$ cat config.mk
export PLATFORM = sky130hd
export DESIGN_NAME = dma_regs
export DESIGN_NICKNAME = d
export VERILOG_FILES = /design/src/design/dma_pkg.sv /design/src/design/dma_regs.sv
export VERILOG_INCLUDE_DIRS = /design/src /design/src/design
export SDC_FILE = /design/constraint.sdc
export NUM_CORES = 1
export LEC_CHECK = 0
export ABC_AREA = 1
export BUFFER_PORTS_ARGS = -buffer_cell sky130_fd_sc_hd__buf_4
export CAP_MARGIN = 5
export CORE_ASPECT_RATIO = 0.8
export CORE_MARGIN = 10
export CORE_UTILIZATION = 52
export CTS_CLUSTER_DIAMETER = 80
export CTS_CLUSTER_SIZE = 25
export DETAILED_ROUTE_END_ITERATION = 8
export HOLD_SLACK_MARGIN = 0.15
export PLACE_DENSITY = 0.86
export SYNTH_ARGS = -nofsm -noshare
export SYNTH_HDL_FRONTEND = slang
export SYNTH_SLANG_ARGS = --single-unit
$ cat constraint.sdc
create_clock -name clk -period 5.7 [get_ports clk]
set_input_delay 0.855 -clock clk [delete_from_list [all_inputs] [get_ports clk]]
set_output_delay 0.855 -clock clk [all_outputs]
set_load 0.02 [all_outputs]
$ cat src/design/dma_cfg.svh
`ifndef DMA_CFG_SVH
`define DMA_CFG_SVH

// host byte addresses of the four DMA registers
`define DMA_SRC_ADDR   32'h3000_002C
`define DMA_DST_ADDR   32'h3000_0030
`define DMA_LEN_ADDR   32'h3000_0034
`define DMA_CTRL_ADDR  32'h3000_0038

// the on-chip memory occupies everything from this address upwards
`define DMA_MEM_BASE   32'h4000_0000
`define DMA_MEM_WORDS  256

// control register bits, start bits clear themselves after one cycle
`define DMA_CTRL_COPY_BIT  0
`define DMA_CTRL_FILL_BIT  1
`define DMA_CTRL_BUSY_BIT  2
`define DMA_CTRL_DONE_BIT  3

`endif

$ cat src/design/dma_pkg.sv
package dma_pkg;

    // data words and byte addresses share one 32-bit type
    typedef logic [31:0] word_t;

    // operation requested through the control register
    // copy takes precedence when both start bits are written together
    typedef enum logic [1:0] {
        op_none = 2'd0,
        op_copy = 2'd1,
        op_fill = 2'd2
    } dma_op_t;

    // transfer engine states
    // st_read and st_write alternate for a copy, st_fill repeats for a fill
    typedef enum logic [1:0] {
        st_idle  = 2'd0,
        st_read  = 2'd1,
        st_write = 2'd2,
        st_fill  = 2'd3
    } dma_state_t;

endpackage

$ cat src/design/dma_regs.sv
`timescale 1ns/1ps
`include "dma_cfg.svh"

module dma_regs (
    input  logic              clk,
    input  logic              resetn,
    input  dma_pkg::word_t    addr,
    input  logic [3:0]        wstrb,
    input  dma_pkg::word_t    wdata,
    input  logic              sel,
    input  logic              valid,
    input  logic              busy,
    input  logic              done,
    input  dma_pkg::word_t    src_next,
    input  dma_pkg::word_t    dst_next,
    input  logic              addr_update,
    output dma_pkg::word_t    rdata,
    output logic              ready,
    output dma_pkg::word_t    src_addr,
    output dma_pkg::word_t    dst_addr,
    output dma_pkg::word_t    len,
    output logic              start,
    output dma_pkg::dma_op_t  op
);

    logic [1:0]     ctrl_bits;
    logic           done_flag;
    logic           pending;
    logic           access;
    logic           wr;
    dma_pkg::word_t status;
    dma_pkg::word_t rd_value;

    // an access is taken once, the ready cycle blocks a second capture
    assign access  = sel && valid && !ready;
    assign wr      = access && (wstrb != 4'b0000);

    // start bits written but not yet seen by the engine as busy
    assign pending = start || (ctrl_bits != 2'b00);

    // a pending start already reads as busy so a poll cannot see stale done
    always_comb begin
        status = '0;
        status[`DMA_CTRL_COPY_BIT] = ctrl_bits[0];
        status[`DMA_CTRL_FILL_BIT] = ctrl_bits[1];
        status[`DMA_CTRL_BUSY_BIT] = busy || pending;
        status[`DMA_CTRL_DONE_BIT] = (done_flag || done) && !pending;
    end

    always_comb begin
        case (addr)
            `DMA_SRC_ADDR:  rd_value = src_addr;
            `DMA_DST_ADDR:  rd_value = dst_addr;
            `DMA_LEN_ADDR:  rd_value = len;
            `DMA_CTRL_ADDR: rd_value = status;
            default:        rd_value = '0;
        endcase
    end

    always_ff @(posedge clk) begin
        if (!resetn) begin
            ready <= 1'b0;
        end else begin
            ready <= access;
        end
    end

    always_ff @(posedge clk) begin
        if (access) begin
            rdata <= rd_value;
        end
    end

    // the engine writes its advanced pointers back after every word
    always_ff @(posedge clk) begin
        if (!resetn) begin
            src_addr <= '0;
            dst_addr <= '0;
            len      <= '0;
        end else if (addr_update) begin
            src_addr <= src_next;
            dst_addr <= dst_next;
        end else if (wr && !busy) begin
            case (addr)
                `DMA_SRC_ADDR: src_addr <= wdata;
                `DMA_DST_ADDR: dst_addr <= wdata;
                `DMA_LEN_ADDR: len      <= wdata;
                default:       len      <= len;
            endcase
        end
    end

    always_ff @(posedge clk) begin
        if (!resetn) begin
            ctrl_bits <= 2'b00;
            start     <= 1'b0;
            op        <= dma_pkg::op_none;
            done_flag <= 1'b0;
        end else begin
            start <= 1'b0;
            if (ctrl_bits != 2'b00) begin
                // bits are held through the ack cycle, then turned into a pulse
                start     <= 1'b1;
                op        <= ctrl_bits[0] ? dma_pkg::op_copy : dma_pkg::op_fill;
                ctrl_bits <= 2'b00;
            end else if (wr && (addr == `DMA_CTRL_ADDR)) begin
                ctrl_bits <= {wdata[`DMA_CTRL_FILL_BIT], wdata[`DMA_CTRL_COPY_BIT]};
            end
            if (start) begin
                done_flag <= 1'b0;
            end
            if (done) begin
                done_flag <= 1'b1;
            end
        end
    end

endmodule

=== After elaboration in Yosys (flattened, before gate mapping) ===
Cells that the tools add are included.

* Bits in registers: 135
* Input port bits: 139
* Output and inout port bits: 132
* Logic and storage cells: 48

* Equality and inequality tests: 4
* Muxes and demuxes: 11
* Bitwise operators: 2
* Reduce and logical (&&, ||, !) cells: 22

{| class="wikitable"
|+ Operator list
! cell !! count
|-
| $mux 32 || 6
|-
| $eq 32x30->1 const B || 4
|-
| $pmux 32 s4 || 1
|-
| $reduce_bool 2->1 || 5
|-
| $logic_and 1x1->1 || 6
|-
| $reduce_and 2->1 || 2
|-
| $reduce_bool 4->1 || 1
|-
| $logic_not 1->1 || 3
|-
| $logic_or 1x1->1 || 3
|-
| $mux 1 || 3
|-
| $reduce_and 3->1 || 1
|-
| $mux 2 || 1
|-
| $not 1->1 || 2
|-
| $reduce_or 2->1 || 1
|}

=== Longest topological paths before layout ===
* Depth after elaboration: 6
* Depth in mapped cells: 12

=== Worst setup path after synthesis ===
No wires, ideal clock.

* Path kind: input to register
* From: input sel
* To: register len[10]
* Library setup time: 113 ps
* Arrival: 2350 ps
* Required time: 5587 ps
* Setup slack: 3237 ps
* Stages on the path: 10
* Cells stage by stage: nand2_1 nor2_4 nand2_2 nor2_4 inv_2 nor2_4 nand3_4 buf_2 nor2_1 nor2_1

* Cells in the longest elaborated chain, start to end: 5

{| class="wikitable"
|+ RTL lines
! what !! RTL line !! text
|-
| start, declared || dma_regs.sv:10 || <nowiki>input logic sel,</nowiki>
|-
| $logic_and 1x1->1 (2 in series) || dma_regs.sv:35 || <nowiki>assign access = sel && valid && !ready;</nowiki>
|-
| named net access || dma_regs.sv:29 || <nowiki>logic access;</nowiki>
|-
| $logic_and 1x1->1 || dma_regs.sv:36 || <nowiki>assign wr = access && (wstrb != 4'b0000);</nowiki>
|-
| $logic_and 1x1->1 || dma_regs.sv:83 || <nowiki>end else if (wr && !busy) begin</nowiki>
|-
| $reduce_and 3->1 (no line) || -- ||
|-
| end signal, assigned || dma_regs.sv:87 || <nowiki>`DMA_LEN_ADDR: len <= wdata;</nowiki>
|-
| end signal, assigned || dma_regs.sv:88 || <nowiki>default: len <= len;</nowiki>
|-
| end, declared || dma_regs.sv:21 || <nowiki>output dma_pkg::word_t len,</nowiki>
|}

The timed path passes the listed nets, and every way through them passes these cells.
A chain may end at the register's enable or synchronous reset.

=== Worst setup path in the final report ===
* From: input addr[30]
* To: register src_addr[28]

* Cells in the longest elaborated chain, start to end: 3

{| class="wikitable"
|+ RTL lines
! what !! RTL line !! text
|-
| start, declared || dma_regs.sv:7 || <nowiki>input dma_pkg::word_t addr,</nowiki>
|-
| $eq 32x30->1 || dma_regs.sv:84 || <nowiki>case (addr)</nowiki>
|-
| $reduce_bool 2->1 (no line) || -- ||
|-
| $reduce_and 2->1 (no line) || -- ||
|-
| end signal, assigned || dma_regs.sv:81 || <nowiki>src_addr <= src_next;</nowiki>
|-
| end signal, assigned || dma_regs.sv:85 || <nowiki>`DMA_SRC_ADDR: src_addr <= wdata;</nowiki>
|-
| end, declared || dma_regs.sv:19 || <nowiki>output dma_pkg::word_t src_addr,</nowiki>
|}

Every way passes these cells.

==> impl_results.md <==
- DRC violations left: 2
- Hold_ws: 0.482 ns
- Crit path cell chain: buf_4 -> inv_1 -> nand2_1 -> nor2_1 -> nand2_1 -> nor2_1 -> nand3_4 -> nand2_4 -> nand2_1 -> a21oi_1
- Total number of vias: 7170
- Worst Setup Start Kind: primary input
- GRT Util Overall: 0.261
- Yosys reg bits: roughly 140
- Setup TNS Final: 0 ns
- Pwr Density: 281 nW/um^2
- Crit path capture type: register
- Fin Clk Skew: approximately 0.010 ns
- Leak: 4.40 nW
- Global routing's busiest layer: met2
- Yosys top cell by area: dfxtp_1
- Violated checks: design-rule violations
- CP Class: primary input to register
- Clock slew at reported path FFs: approximately 0.06 ns
- Fin crit period: 3.19 ns
- Largest family of logic cells by synthesized area: simple AND/OR/NAND/NOR gates
- Vias/cell: around 5.4
- DRT Wirelength: 24.1 mm
- Antenna Cells: 0
- Sequential Power Share: 0.404
- Adder and majority cell fraction of the synthesized area: 0
- Synthesized area per cell: 7.11 um^2
- P_int: 1.92 mW
- Fin nets: 1291
- Post-DP HPWL: between 15 and 20 mm
- Synth Instances: 916
- Row cnt: 36
- Clock buffer count from CTS: 17
- # port buffers: 270
- Antenna violations before repair: 0
- Die Height: 120 um
- Synth cell types: 26
- Slowest cell delay on critical path: 0.74 ns
- Fin crit share: 0.559
- # fillers: around 940
- Die Wd: between 100 and 150 um
- Postcts setup bufs: 0
- Placed insts: 1304
- RSZ-0062 raised after global routing: false
- Maximum clock rate: 314 MHz
- Antenna viol nets, final: 0
- Rel. slew slack: 0.353
- Overflow after GRT: 0
- Pwr Total: 2.56 mW
- Combinational power share: 0.121
- Iter 0 DRT Violations: 644
- Syn Nets: between 1000 and 1500
- Largest net degree at the start of global routing: 67
- Core area: 12200 um^2
- Vias in the first global route: 6994
- Top-level port count: roughly 270
- Crit-path most repeated cell: nand2_1
- Synth Area in XOR/XNOR: 0
- Gpl congestion: 0.864
- H-tree Lvls: 4
- Worst Tran Pin Value: between 0.9 and 1 ns
- Layout Area Growth over Synthesis: 39.9%
- First-pass GRT wire length: 37.2 mm
- Met2 usage: 0.442
- WL/cell: 18.0 um
- CTS tree: done
- Synth Cell Area: roughly 6500 um^2
- Final slew viol count: 0
- Final Instance Count excl. Fillers: between 1000 and 1500
- Status: finished with violations
- Sink Count: about 140
- CTS Buffer Depth: 2
- Crit Path Max Fanout: 33
- CP arrival: 3.52 ns
- Post-CTS sizing: 0
- Hold buffers post-CTS: 0
- GR Util met3: 0.0954
- Yosys top cell area share: 0.317
- Ratio of cells with drive above 1 in the final layout: 0.280
- Switching share of power: 0.249
- Top area cells in the synthesized netlist: dfxtp_1, nand2_1, edfxtp_1, nand3_1, nor2_1
- Root Buffer: clkbuf_16
- Critical Path RT: 6.03 ns
- Effective utilization at floorplan: 0.533
- Die area: ~17000 um^2
- Mux cell area share after synthesis: 0
- Max-Cap Viols: 0
- YS warnings: 0
- Clock power share: 0.475
- Grt met1 use: 0.308
- Worst vdd ir: 209 uV
- Final Setup Violations: 0
- Slowest-stage cell, CP: nor2_1
- Initial DRT Pass Iterations: 8
- Clk_lat worst skew: around 0.41 ns
- Sw Pwr: 0.636 mW
- Final hold viol count: 0
- Area fraction in compound gates after synthesis: 0.0830
- Sequential area share after synthesis: 0.464
- Area share of and/or/nand/nor cells after synthesis: 0.364
- Hold Crit Class: register to register
==> registers in the layout (all words and copies together) (netlist names) <==
signal / count
len: 32
rdata: 32
ready: 1
src_addr: 32
done_flag: 1
dst_addr: 32
op: 2
ctrl_bits: 2
start: 1
==> kinds of logic (layout without fill, tap and decap cells) <==
kind of cell / after synthesis / in the layout
flops: 135 / 135
buf+inv: 122 / 371
simple gates: 565 / 565
compound gates: 94 / 94
==> worst max-delay path: cells and delay by family <==
| kind | cells | cell delay, ns |
|---|---|---|
| AOI/OAI and AO/OA | 1 | 0.17 |
| buffers and inverters | 2 | 0.15 |
| and+or+nand+nor | 7 | 2.31 |
==> worst paths after layout <==
kind | endpoint | slack [ns] | startpoint | cells past startpoint
max | src_addr[28] | 2.51 | addr[30] | 10
min | done_flag | 0.48 | done_flag | 2
max reg2reg | src_addr[28] | 3.09 | ready | 8
min reg2reg | done_flag | 0.48 | done_flag | 2
==> metal layers <==
metal	vias to the layer above	share of wire
li1	3402	-
met1	3293	0.38
met2	435	0.48
met5	-	0
met3	40	0.12
met4	0	0.017
==> cell type report <==
class,count,area (um^2),area share
Sequential cell,135,3020,0.332
Multi-Input combinational cell,659,2910,0.319
Timing Repair Buffer,276,2070,0.228
Clock buffer,17,425,0.0467
Inverter,63,238,0.0261
Clock inverter,15,225,0.0247
Tap cell,171,214,0.0235
==> synth_stat cells, drive strengths merged <==
master and instances:
edfxtp 32, or2 2, inv 63, nor4 1, o21ai 1, buf 43
nand2 351, nand3b 1, o211ai 28, and2 1, nor3 2, nand4 5
nor2 94, nand3 108, a21oi 65, dfxtp 103, clkbuf 16
==> stage by stage <==
| stage | setup slack, ns | utilization | area (um^2) |
|---|---|---|---|
| 6_report | 2.51 | 0.746 | 9100 |
| 4_1_cts | 2.59 | 0.746 | 9100 |
| 5_1_grt | 2.33 | 0.746 | 9100 |
| 2_1_floorplan | 3.24 | - | 6510 |
| 3_3_place_gp | 2.24 | 0.693 | 8450 |
| 3_5_place_dp | 2.19 | 0.693 | 8450 |
==> power by group through the flow <==
stage                     logic, mW  registers (mW)  clock network, mW
after floorplan               0.111            1.09                  0
after global placement        0.302            1.05                  0
after detailed placement      0.305            1.05                  0
after CTS                     0.307            1.03               1.22
after global routing          0.333            1.04               1.27
final                         0.309            1.03               1.22
==> cells in the final DEF, fill, tap and decap left out, types with 3 or more instances in the layout <==
| master | n |
|---|---|
| o211ai_1 | 28 |
| inv_2 | 3 |
| nand2_1 | 346 |
| inv_6 | 3 |
| nor2_1 | 88 |
| bufinv_16 | 5 |
| clkinvlp_4 | 3 |
| dfxtp_1 | 103 |
| edfxtp_1 | 32 |
| clkbuf_16 | 17 |
| nor2_4 | 4 |
| nand3_1 | 106 |
| nand4_1 | 5 |
| a21oi_1 | 65 |
| buf_4 | 276 |
| nand2_2 | 3 |
| inv_1 | 59 |
Note: power is estimated with default switching activity, not from simulation.
