`src/design/dma_cfg.svh`:
```
`ifndef DMA_CFG_SVH
`define DMA_CFG_SVH

// host byte addresses of the four DMA registers
`define DMA_SRC_ADDR   32'h3000_002C
`define DMA_DST_ADDR   32'h3000_0030
`define DMA_LEN_ADDR   32'h3000_0034
`define DMA_CTRL_ADDR  32'h3000_0038

// the on-chip memory occupies everything from this address upwards
`define DMA_MEM_BASE   32'h4000_0000
`define DMA_MEM_WORDS  256

// control register bits, start bits clear themselves after one cycle
`define DMA_CTRL_COPY_BIT  0
`define DMA_CTRL_FILL_BIT  1
`define DMA_CTRL_BUSY_BIT  2
`define DMA_CTRL_DONE_BIT  3

`endif

```
`src/design/dma_pkg.sv`:
```
package dma_pkg;

    // data words and byte addresses share one 32-bit type
    typedef logic [31:0] word_t;

    // operation requested through the control register
    // copy takes precedence when both start bits are written together
    typedef enum logic [1:0] {
        op_none = 2'd0,
        op_copy = 2'd1,
        op_fill = 2'd2
    } dma_op_t;

    // transfer engine states
    // st_read and st_write alternate for a copy, st_fill repeats for a fill
    typedef enum logic [1:0] {
        st_idle  = 2'd0,
        st_read  = 2'd1,
        st_write = 2'd2,
        st_fill  = 2'd3
    } dma_state_t;

endpackage

```
`src/design/dma_engine.sv`:
```
`timescale 1ns/1ps

module dma_engine (
    input  logic              clk,
    input  logic              resetn,
    input  logic              start,
    input  dma_pkg::dma_op_t  op,
    input  dma_pkg::word_t    src_addr,
    input  dma_pkg::word_t    dst_addr,
    input  dma_pkg::word_t    len,
    input  dma_pkg::word_t    mem_rdata,
    input  logic              mem_ack,
    output logic              busy,
    output logic              done,
    output dma_pkg::word_t    src_next,
    output dma_pkg::word_t    dst_next,
    output logic              addr_update,
    output logic              mem_req,
    output logic              mem_we,
    output dma_pkg::word_t    mem_addr,
    output dma_pkg::word_t    mem_wdata
);

    dma_pkg::dma_state_t state;
    dma_pkg::word_t      src_ptr;
    dma_pkg::word_t      dst_ptr;
    dma_pkg::word_t      cnt;
    dma_pkg::word_t      data_q;

    assign busy     = (state != dma_pkg::st_idle);
    assign src_next = src_ptr;
    assign dst_next = dst_ptr;

    // no request once the counter is exhausted, the state then winds down
    assign mem_req  = busy && (cnt != '0);
    assign mem_we   = (state == dma_pkg::st_write) || (state == dma_pkg::st_fill);
    assign mem_addr = (state == dma_pkg::st_write) ? dst_ptr : src_ptr;

    // for a fill the destination register carries the pattern
    assign mem_wdata = (state == dma_pkg::st_fill) ? dst_ptr : data_q;

    always_ff @(posedge clk) begin
        if (!resetn) begin
            state       <= dma_pkg::st_idle;
            done        <= 1'b0;
            addr_update <= 1'b0;
        end else begin
            done        <= 1'b0;
            addr_update <= 1'b0;
            case (state)
                dma_pkg::st_idle: begin
                    if (start) begin
                        case (op)
                            dma_pkg::op_copy: state <= dma_pkg::st_read;
                            dma_pkg::op_fill: state <= dma_pkg::st_fill;
                            default:          state <= dma_pkg::st_idle;
                        endcase
                    end
                end
                dma_pkg::st_read: begin
                    if (cnt == '0) begin
                        state <= dma_pkg::st_idle;
                        done  <= 1'b1;
                    end else if (mem_ack) begin
                        state <= dma_pkg::st_write;
                    end
                end
                dma_pkg::st_write: begin
                    // one word is complete, go back and check the counter
                    if (mem_ack) begin
                        state       <= dma_pkg::st_read;
                        addr_update <= 1'b1;
                    end
                end
                dma_pkg::st_fill: begin
                    if (cnt == '0) begin
                        state <= dma_pkg::st_idle;
                        done  <= 1'b1;
                    end else if (mem_ack) begin
                        addr_update <= 1'b1;
                    end
                end
                default: begin
                    state <= dma_pkg::st_idle;
                end
            endcase
        end
    end

    // pointers, counter and the copied word
    always_ff @(posedge clk) begin
        if ((state == dma_pkg::st_idle) && start) begin
            src_ptr <= src_addr;
            dst_ptr <= dst_addr;
            cnt     <= len;
        end
        if (mem_ack && (state == dma_pkg::st_read)) begin
            data_q <= mem_rdata;
        end
        if (mem_ack && (state == dma_pkg::st_write)) begin
            src_ptr <= src_ptr + 32'd4;
            dst_ptr <= dst_ptr + 32'd4;
            cnt     <= cnt - 32'd1;
        end
        if (mem_ack && (state == dma_pkg::st_fill)) begin
            src_ptr <= src_ptr + 32'd4;
            cnt     <= cnt - 32'd1;
        end
    end

endmodule

```
`config.mk`:
```
export PLATFORM = sky130hd
export DESIGN_NAME = dma_engine
export DESIGN_NICKNAME = d
export VERILOG_FILES = /design/src/design/dma_cfg.svh /design/src/design/dma_pkg.sv /design/src/design/dma_engine.sv
export SDC_FILE = /design/constraint.sdc
export NUM_CORES = 1
export LEC_CHECK = 0
export BUFFER_PORTS_ARGS = -buffer_cell sky130_fd_sc_hd__buf_2
export CORE_ASPECT_RATIO = 1.25
export CORE_MARGIN = 1.5
export CORE_UTILIZATION = 46
export CTS_CLUSTER_SIZE = 12
export DETAILED_ROUTE_END_ITERATION = 16
export PLACE_DENSITY = 0.78
export SYNTH_ARGS = -nofsm -noshare
export SYNTH_HDL_FRONTEND = slang
export SYNTH_SLANG_ARGS = --single-unit
```
`constraint.sdc`:
```
create_clock -name clk -period 3.5 [get_ports clk]
set_clock_uncertainty 0.05 [all_clocks]
set_input_delay 0.175 -clock clk [delete_from_list [all_inputs] [get_ports clk]]
set_output_delay 0.175 -clock clk [all_outputs]
set_load 0.05 [all_outputs]
```
# --- Word level (Yosys, flattened, before mapping) ---
# Index checks and enable logic that the tools add are counted.
op_classes:
  addsub: 3
  mul: 0
  div_mod_pow: 0
  magnitude_cmp: 0
  eq_ne: 9
  shifts: 0
  muxes: 21
  bitwise_logic: 0
  reduce_logical: 15
ops:
  columns: ["op", "count"]
  rows:
  - ["$mux 32", 10]
  - ["$add 32x3->32 const B", 2]
  - ["$logic_not 32->1", 1]
  - ["$reduce_bool 32->1", 1]
  - ["$sub 32x1->32 const B", 1]
  - ["$mux 2", 5]
  - ["$pmux 2 s4", 1]
  - ["$eq 2x2->1 const B", 3]
  - ["$ne 2x2->1 const B", 3]
  - ["$logic_and 1x1->1", 5]
  - ["$eq 2x1->1 const B", 2]
  - ["$pmux 2 s2", 1]
  - ["$reduce_and 4->1", 1]
  - ["$reduce_bool 2->1", 2]
  - ["$mux 1", 3]
  - ["$ne 3x3->1 const B", 1]
  - ["$reduce_bool 3->1", 1]
  - ["$logic_not 2->1", 1]
  - ["$pmux 1 s2", 1]
  - ["$reduce_and 2->1", 1]
  - ["$reduce_or 2->1", 1]
  - ["$logic_or 1x1->1", 1]
word_totals:
  reg_bits: 132
  latch_bits: 0
  mem_bits_rw: 0
  mem_bits_ro: 0
  inputBits: 134
  output_inout_bits: 133
  wordCells: 55
  memories: 0

# --- Logic depth before layout (Yosys ltp) ---
# Gate-level depths: netlist of the first run.
depth:
  ltp_word: 5
  depth_mapped: 8
  depth_no_buf: 7

# --- Worst setup path after synthesis of the first run ---
# No wires, ideal clock.
synth_path:
  path_type: "flip-flop to flip-flop"
  startpoint: "reg state[1]"
  endpoint: "reg data_q[0], enable pin"
  setup_ns: 0.468
  t_arrival_ns: 2.916
  setup_slack_ns: 0.067
  stages_incl_launch_ff: 3
  path_buffers: 1
  synth_period_minus_slack_ns: 3.433
  cell_sequence: "dfxtp_1 clkbuf_1 nor3b_1"
synth_via:
  elab_chain_cells: 2
synth_rtl:
  columns: ["item", "line", "source"]
  rows:
  - ["start, declared", "dma_engine.sv:24", "dma_pkg::dma_state_t state;"]
  - ["start signal, assigned", "dma_engine.sv:44", "state <= dma_pkg::st_idle;"]
  - ["start signal, assigned", "dma_engine.sv:54", "dma_pkg::op_copy: state <= dma_pkg::st_read;"]
  - ["start signal, assigned", "dma_engine.sv:55", "dma_pkg::op_fill: state <= dma_pkg::st_fill;"]
  - ["$eq 2x1->1", "dma_engine.sv:97", "if (mem_ack && (state == dma_pkg::st_read)) begin"]
  - ["$logic_and 1x1->1", "dma_engine.sv:97", null]
  - ["end signal, assigned", "dma_engine.sv:98", "data_q <= mem_rdata;"]
  - ["end, declared", "dma_engine.sv:28", "dma_pkg::word_t data_q;"]
# No other way between the ends.
# A chain may end at the register's enable or synchronous reset.

# --- Final worst setup path of the first run ---
layout_path:
  startpoint: "reg cnt[9]"
  endpoint: "out mem_req"
layout_via:
  elab_chain_cells: 2
layout_rtl:
  columns: ["item", "line", "source"]
  rows:
  - ["start, declared", "dma_engine.sv:27", "dma_pkg::word_t cnt;"]
  - ["start signal, assigned", "dma_engine.sv:95", "cnt <= len;"]
  - ["start signal, assigned", "dma_engine.sv:103", "cnt <= cnt - 32'd1;"]
  - ["start signal, assigned", "dma_engine.sv:107", "cnt <= cnt - 32'd1;"]
  - ["$reduce_bool 32->1", "dma_engine.sv:35", "assign mem_req = busy && (cnt != '0);"]
  - ["$logic_and 1x1->1", "dma_engine.sv:35", null]
  - ["end, declared", "dma_engine.sv:18", "output logic mem_req,"]
# No other way between the ends.

==> results of run 1 <==
==> routing by layer <==
layer / wire [µm] / vias up
met3: 1900 / 67
met2: 12700 / 401
met4: 689 / 0
li1: - / 3286
met1: 9020 / 3344
met5: 0 / -
==> power by group through the flow <==
stage	clock network, µW	registers [µW]	logic, µW
after global routing	1720	2140	1400
final	1630	2120	1330
after detailed placement	0	2140	1210
after CTS	1650	2110	1310
after floorplan	0	2360	628
after global placement	0	2140	1190
==> registers in the layout (all words and copies together) (netlist names) <==
register / cells
done: 1
dst_next: 32
data_q: 32
src_next: 32
addr_update: 1
cnt: 32
state: 2
==> cells in the final DEF, fill, tap and decap left out, types with 20 or more instances in the layout <==
cell	instances
buf_2	266
edfxtp_1	128
nand2_1	115
dlygate4sd3_1	108
mux2_2	65
o21ai_0	53
xnor2_1	43
xor2_1	39
o21ai_1	37
nor3_1	23
nand4_1	21
nand3_1	20
==> critical path: stages (launching register included) <==
cell and delay [ps]:
edfxtp_1 450, or3_1 430, or4b_1 470, buf_4 210, nor4_2 600, nor2_1 90
buf_2 230
==> logic make-up after synthesis <==
family	Yosys count	share of synthesized area, %
and+or+nand+nor	269	18.2
DFF	132	52.2
AOI/OAI and AO/OA	99	6.74
xor gates and xnor gates	82	9.55
muxes	65	9.73
buffers and inverters	54	2.81
adders and majority gates	5	0.832
==> final timing paths <==
path,from,slack (ps),endpoint
worst max-delay path,cnt[9],370,mem_req
worst min-delay path,len[26],3,cnt[26]
worst max register to register,cnt[9],880,state[0]
worst min register to register,state[0],560,done
==> per-stage QoR <==
step | util, % | hold slack (ps) | setup WS [ps] | cells | power, µW
2_1_floorplan | - | 224 | 66.6 | 706 | 2990
3_5_place_dp | 56.3 | 304 | 811 | 1152 | 3350
6_report | 66.4 | 3.12 | 373 | 1292 | 5080
4_1_cts | 66.3 | 0.123 | 349 | 1291 | 5070
5_1_grt | 66.4 | 7.63 | 258 | 1292 | 5260
3_3_place_gp | 56.3 | 302 | 851 | 1152 | 3330
==> timing repair <==
action,CTS,global route
hold buffers,107,1
hold endpoints to repair,110,1
setup buffers,0,0
==> cells in the mapped netlist (all sizes together) (5+ instances only) <==
cell	instances	area [µm²]
and3	18	113
mux2	65	732
xor2	39	342
and2	10	62.6
or3	6	37.5
nand3	20	100
nor4	16	131
o21ai	90	450
xnor2	43	377
nand2	118	443
clkbuf	36	135
and4	10	87.6
buf	8	38.8
edfxtp	128	3840
nor2	16	60.1
nand4	21	131
inv	10	37.5
ha	5	62.6
nor3	23	115
==> layout make-up <==
class / count / area, µm² / area share (%)
well taps: 216 / 270 / 2.53
clock buffers: 21 / 440 / 4.13
repair buffers: 382 / 2500 / 23.4
flip-flops and latches: 132 / 3920 / 36.8
multi-input cells: 520 / 3410 / 31.9
clock inverters: 11 / 87.6 / 0.821
inverters: 10 / 37.5 / 0.352
==> impl_metrics.ini, run 1 <==
[power_and_ir_drop]
netSwitchingPower_uw = 1760
power_report.internal_total_uw = 3320
worst_ir_drop_vdd_mv = 0.269
share_clk_of_total_power_pct = 32.1
swShare_pct = 34.7
power_leakage_uw = 0.00435
power.combinational.fraction_pct = 26.1
power-per-cell-area_nw_per_um2 = 477
p_seq_share_pct = 41.8

[status]
run_status = finished clean

[clocking]
cts_buffer_depth = 2
path_clk_slew_ps = 60
postCtsResizedCells = 0
clock-sinks = 132
clk_root_buffer_cell = clkbuf_16
numCtsBuffers = 17
cts_tree = yes
clock_latency_ps = 420
clock_tree.htree_level_count = 4

[sta]
timing.final.max_slew_violations = 0
worst_slew_pin_slew_ps = 946
hold_viol = 0
timing.fmax_mhz = 320
accumulated_negative_setup_slack_ps = 0
worst_slew_margin_rel_pct = 36.7
setup_repair_after_global_routing_missed_its_margin = false
report.final.setup_viol = 0
finalWorstPathRequiredPeriod_ps = 3130
period_utilization_post_route_pct = 89.3

[synthesis]
synth.ff_latch_count = 132
postSynth.asyncResetShare_pct = 0
synth_top_flop_cell = edfxtp_1
post_syn_area_um2 = 7520
post_synth_num_cell_types = 38
post_syn_nets = 845
ys.warnings.count = 0
syn_inst = 706
synth_enable_flop_cells = 128
postSynthAreaPerCell_um2 = 10.7
seq_area_frac_synth_pct = 52.2

[critical_path]
cp_max_fo = 15
rr_worst_depth = 6
critPathLaunchType = flip-flop
worst-endpoint-arrival_ps = 2900
crit_type = flip-flop to output pin
worstPathRequired_ps = 3270
worstSetupEndpointType = output pin

[global_routing]
grt_first_pass_wirelength_um = 37700
grt_pass1_vias = 7052
top_usage_layer = met2
grt_max_degree = 67
gr-usage-met3_pct = 6.50
grtUsageMet1_pct = 32.1
global_route.usage.met2_pct = 50.3
grt_antenna_before_repair = 0
global_route.overflow_total = 0
grt_usage_pct = 28.2

[route]
antenna_left = 0
route.final.wire_length_um = 24300
routedWlPerCell_um = 18.8
drcViolationCount = 0
vias = 7098
route.detailed.vias_per_inst = 5.49
dr.pass1.iters = 6
drt_iter0_drc = 579

[worst_hold_path]
hold-path-cell-count = 3
hold_class = primary input to flip-flop

[place]
placed_area_um2 = 9050
place.detailed.hpwl_um = 15600
routabilityCongestion = 0.804
portBuffers = 266

[final_layout]
antenna-diode-count = 0
filler_cell_count = 1200
layout-drive-gt1-share_pct = 35.0
finalInstanceArea_um2 = 10700
num-nets-final = 1202
area.growth.synth_to_final_pct = 41.8

[floorplanning]
die-height_um = 146
floorplan.initialDensity_pct = 46.8
die_boundary_width_um = 117
floorplan.rows = 52
placeableCoreArea_um2 = 16100
die_area_um2 = 17100
ioPinCount = 267

[flow_run]
max_cap_viol_count = 0
Note: power is estimated with default switching activity, not from simulation.
==> inputs of run 2 (changes only) <==
--- a/config.mk
+++ b/config.mk
@@ -5,13 +5,14 @@
 export SDC_FILE = /design/constraint.sdc
 export NUM_CORES = 1
 export LEC_CHECK = 0
+export ABC_AREA = 1
 export BUFFER_PORTS_ARGS = -buffer_cell sky130_fd_sc_hd__buf_2
 export CORE_ASPECT_RATIO = 1.25
 export CORE_MARGIN = 1.5
-export CORE_UTILIZATION = 46
+export CORE_UTILIZATION = 47
 export CTS_CLUSTER_SIZE = 12
 export DETAILED_ROUTE_END_ITERATION = 16
-export PLACE_DENSITY = 0.78
+export PLACE_DENSITY = 0.77
 export SYNTH_ARGS = -nofsm -noshare
 export SYNTH_HDL_FRONTEND = slang
 export SYNTH_SLANG_ARGS = --single-unit
==> impl_metrics.ini, run 2 <==
[synthesis]
synth_commonest_cells = nand2_1, inv_1, edfxtp_1
synth_top_flop_cell = edfxtp_1
muxShareOfSynthArea_pct = 3.30
ys.warnings.count = 0
seq_area_frac_synth_pct = 46.2
post_syn_nets = 1219
synth_enable_flop_cells = 128
yosysTopAreaCell = edfxtp_1
synth_top_area_share_pct = 45.2
post_syn_area_um2 = 8500
postSynthAreaPerCell_um2 = 7.87
postSynth.asyncResetShare_pct = 0
largest_family_of_logic_cells_by_synthesized_area = simple AND/OR/NAND/NOR gates
yosys-top-cells-area = edfxtp_1, nand2_1, inv_1
synth_simple_gate_area_share_pct = 27.4
syn_inst = 1080
synth_compound_gate_area_share_pct = 8.64
synth_fa_ha_area_share_pct = 0.736
post_synth_num_cell_types = 43
yosys.area_share.xor_xnor_pct = 4.74
synth.ff_latch_count = 132
post-synth-top-count-cell = nand2_1

[place]
portBuffers = 266
routabilityCongestion = 0.894
dpl_worst_slack_ps = 1200
placed_area_um2 = 10100
place.detailed.hpwl_um = 20500

[global_routing]
grt_antenna_before_repair = 0
top_usage_layer = met2
grtUsageMet1_pct = 34.8
grt_usage_pct = 30.2
grt_first_pass_wirelength_um = 43300
gr-usage-met3_pct = 6.79
global_route.usage.met2_pct = 51.6
global_route.overflow_total = 0
grt_pass1_vias = 8607
grt_max_degree = 63

[sta]
timing.fmax_mhz = 378
worst_slack_ps = 853
report.final.setup_viol = 0
period_utilization_post_route_pct = 75.6
worst_slew_pin_slew_ps = 963
finalWorstPathRequiredPeriod_ps = 2650
setup_repair_after_global_routing_missed_its_margin = false
timing.final.max_slew_violations = 0
worst_slew_margin_rel_pct = 35.5
hold_viol = 0
accumulated_negative_setup_slack_ps = 0

[final_layout]
layout-drive-gt1-share_pct = 24.5
area.growth.synth_to_final_pct = 37.0
mostFrequentLayoutCell = nand2_1
final_util_pct = 66.3
num-nets-final = 1581
antenna-diode-count = 0
layout.cells.most_common_list = nand2_1, buf_2, inv_1
finalInstanceArea_um2 = 11600

[clocking]
clock_latency_ps = 430
numCtsBuffers = 17
cts_tree = yes
clock_tree.htree_level_count = 4
postCtsResizedCells = 0
clk_root_buffer_cell = clkbuf_16
path_clk_slew_ps = 60
clock-sinks = 132
cts_buffer_depth = 2

[power_and_ir_drop]
report.power.total_uw = 9370
power-per-cell-area_nw_per_um2 = 805
netSwitchingPower_uw = 4850
swShare_pct = 51.7
power_leakage_uw = 0.00552
share_clk_of_total_power_pct = 19.4
p_seq_share_pct = 30.8
power_report.internal_total_uw = 4530
worst_ir_drop_vdd_mv = 0.365
power.combinational.fraction_pct = 49.8

[route]
drt_iter0_drc = 718
route.detailed.vias_per_inst = 5.26
drcViolationCount = 0
antenna_left = 0
vias = 8830
routedWlPerCell_um = 17.1
dr.pass1.iters = 6
route.final.wire_length_um = 28700

[flow_run]
max_cap_viol_count = 0

[critical_path]
worst_path_max_delay_cell = nand2_2
max_stage_delay_ps = 590
worstPathBufferInverterCount = 1
crit_type = flip-flop to output pin
critPathLaunchType = flip-flop
worstSetupEndpointType = output pin
cp_max_fo = 56
worstPathRequired_ps = 3270
critPathTopFamily = simple AND/OR/NAND/NOR gates
worst-endpoint-arrival_ps = 2420
worstPathCellList = nand2_2 > o21ai_0 > buf_2

[floorplanning]
floorplan.rows = 54
die-height_um = 153
placeableCoreArea_um2 = 17600
die_boundary_width_um = 123
floorplan.initialDensity_pct = 48.4
ioPinCount = 267
die_area_um2 = 18900

[status]
run_status = finished clean

[worst_hold_path]
hold_class = primary input to flip-flop
## run 2: changes by cell type after synthesis, moves of 36 or more
cell	change
inv_1	+148
mux2_2	-57
o21ai_0	+46
xnor2_1	-36
nand2_1	+172
nor2_1	+103
## run 2: metrics by stage
step	cells	hold slack, ps
2_1_floorplan	1080	224
3_3_place_gp	1547	302
3_5_place_dp	1547	304
4_1_cts	1679	1.15
5_1_grt	1679	19.2
6_report	1679	15.5
## run 2: cell type report
type | instances | area [µm²]
Tap cell | 224 | 280
Timing Repair Buffer | 374 | 2390
Fill cell | 1457 | 5920
Multi-Input combinational cell | 752 | 3840
Sequential cell | 132 | 3920
Inverter | 165 | 619
Clock inverter | 15 | 164
Clock buffer | 17 | 425
## run 2: final timing paths
path	from	to	slack (ps)	depth (start not counted)
worst min-delay path	len[22]	cnt[22]	20	3
worst min register to register	state[1]	state[1]	560	2
worst max-delay path	state[0]	mem_wdata[15]	850	3
worst max register to register	state[1]	dst_next[17]	1160	8
## run 2: power by group through the flow
| stage | combinational (µW) | sequential, µW | clock (µW) |
|---|---|---|---|
| 2_1_floorplan | 2630 | 3550 | 0 |
| 3_3_place_gp | 4480 | 2890 | 0 |
| 3_5_place_dp | 4520 | 2900 | 0 |
| 4_1_cts | 4630 | 2870 | 1840 |
| 5_1_grt | 4970 | 2940 | 1890 |
| 6_report | 4670 | 2890 | 1820 |
## run 2: layer usage
layer  share of wire, %  up-vias
met5                  0        -
met4                4.9        0
met3                8.0      108
met2                 49      470
met1                 38     4021
li1                   -     4231
## run 2: cells by family after synthesis
group / after synthesis
XOR/XNOR: 46
adder cells (fa/ha/maj): 5
buffers and inverters: 196
flip-flops: 132
AND/OR/NAND/NOR: 535
multiplexers: 27
AO/OA/AOI/OAI: 139
## run 2: timing repair
| action | CTS | global route |
|---|---|---|
| setup buffers | 0 | 0 |
| hold buffers | 100 | 0 |
| endpoints found under the hold margin | 102 | 0 |
## run 2: worst register-to-register path, cell delays in order, from the launching register on
cell	delay, ps
dfxtp_1	460
inv_2	100
nor2_4	100
inv_2	40
nor2_2	60
buf_4	270
inv_2	350
o21ai_2	150
buf_4	390
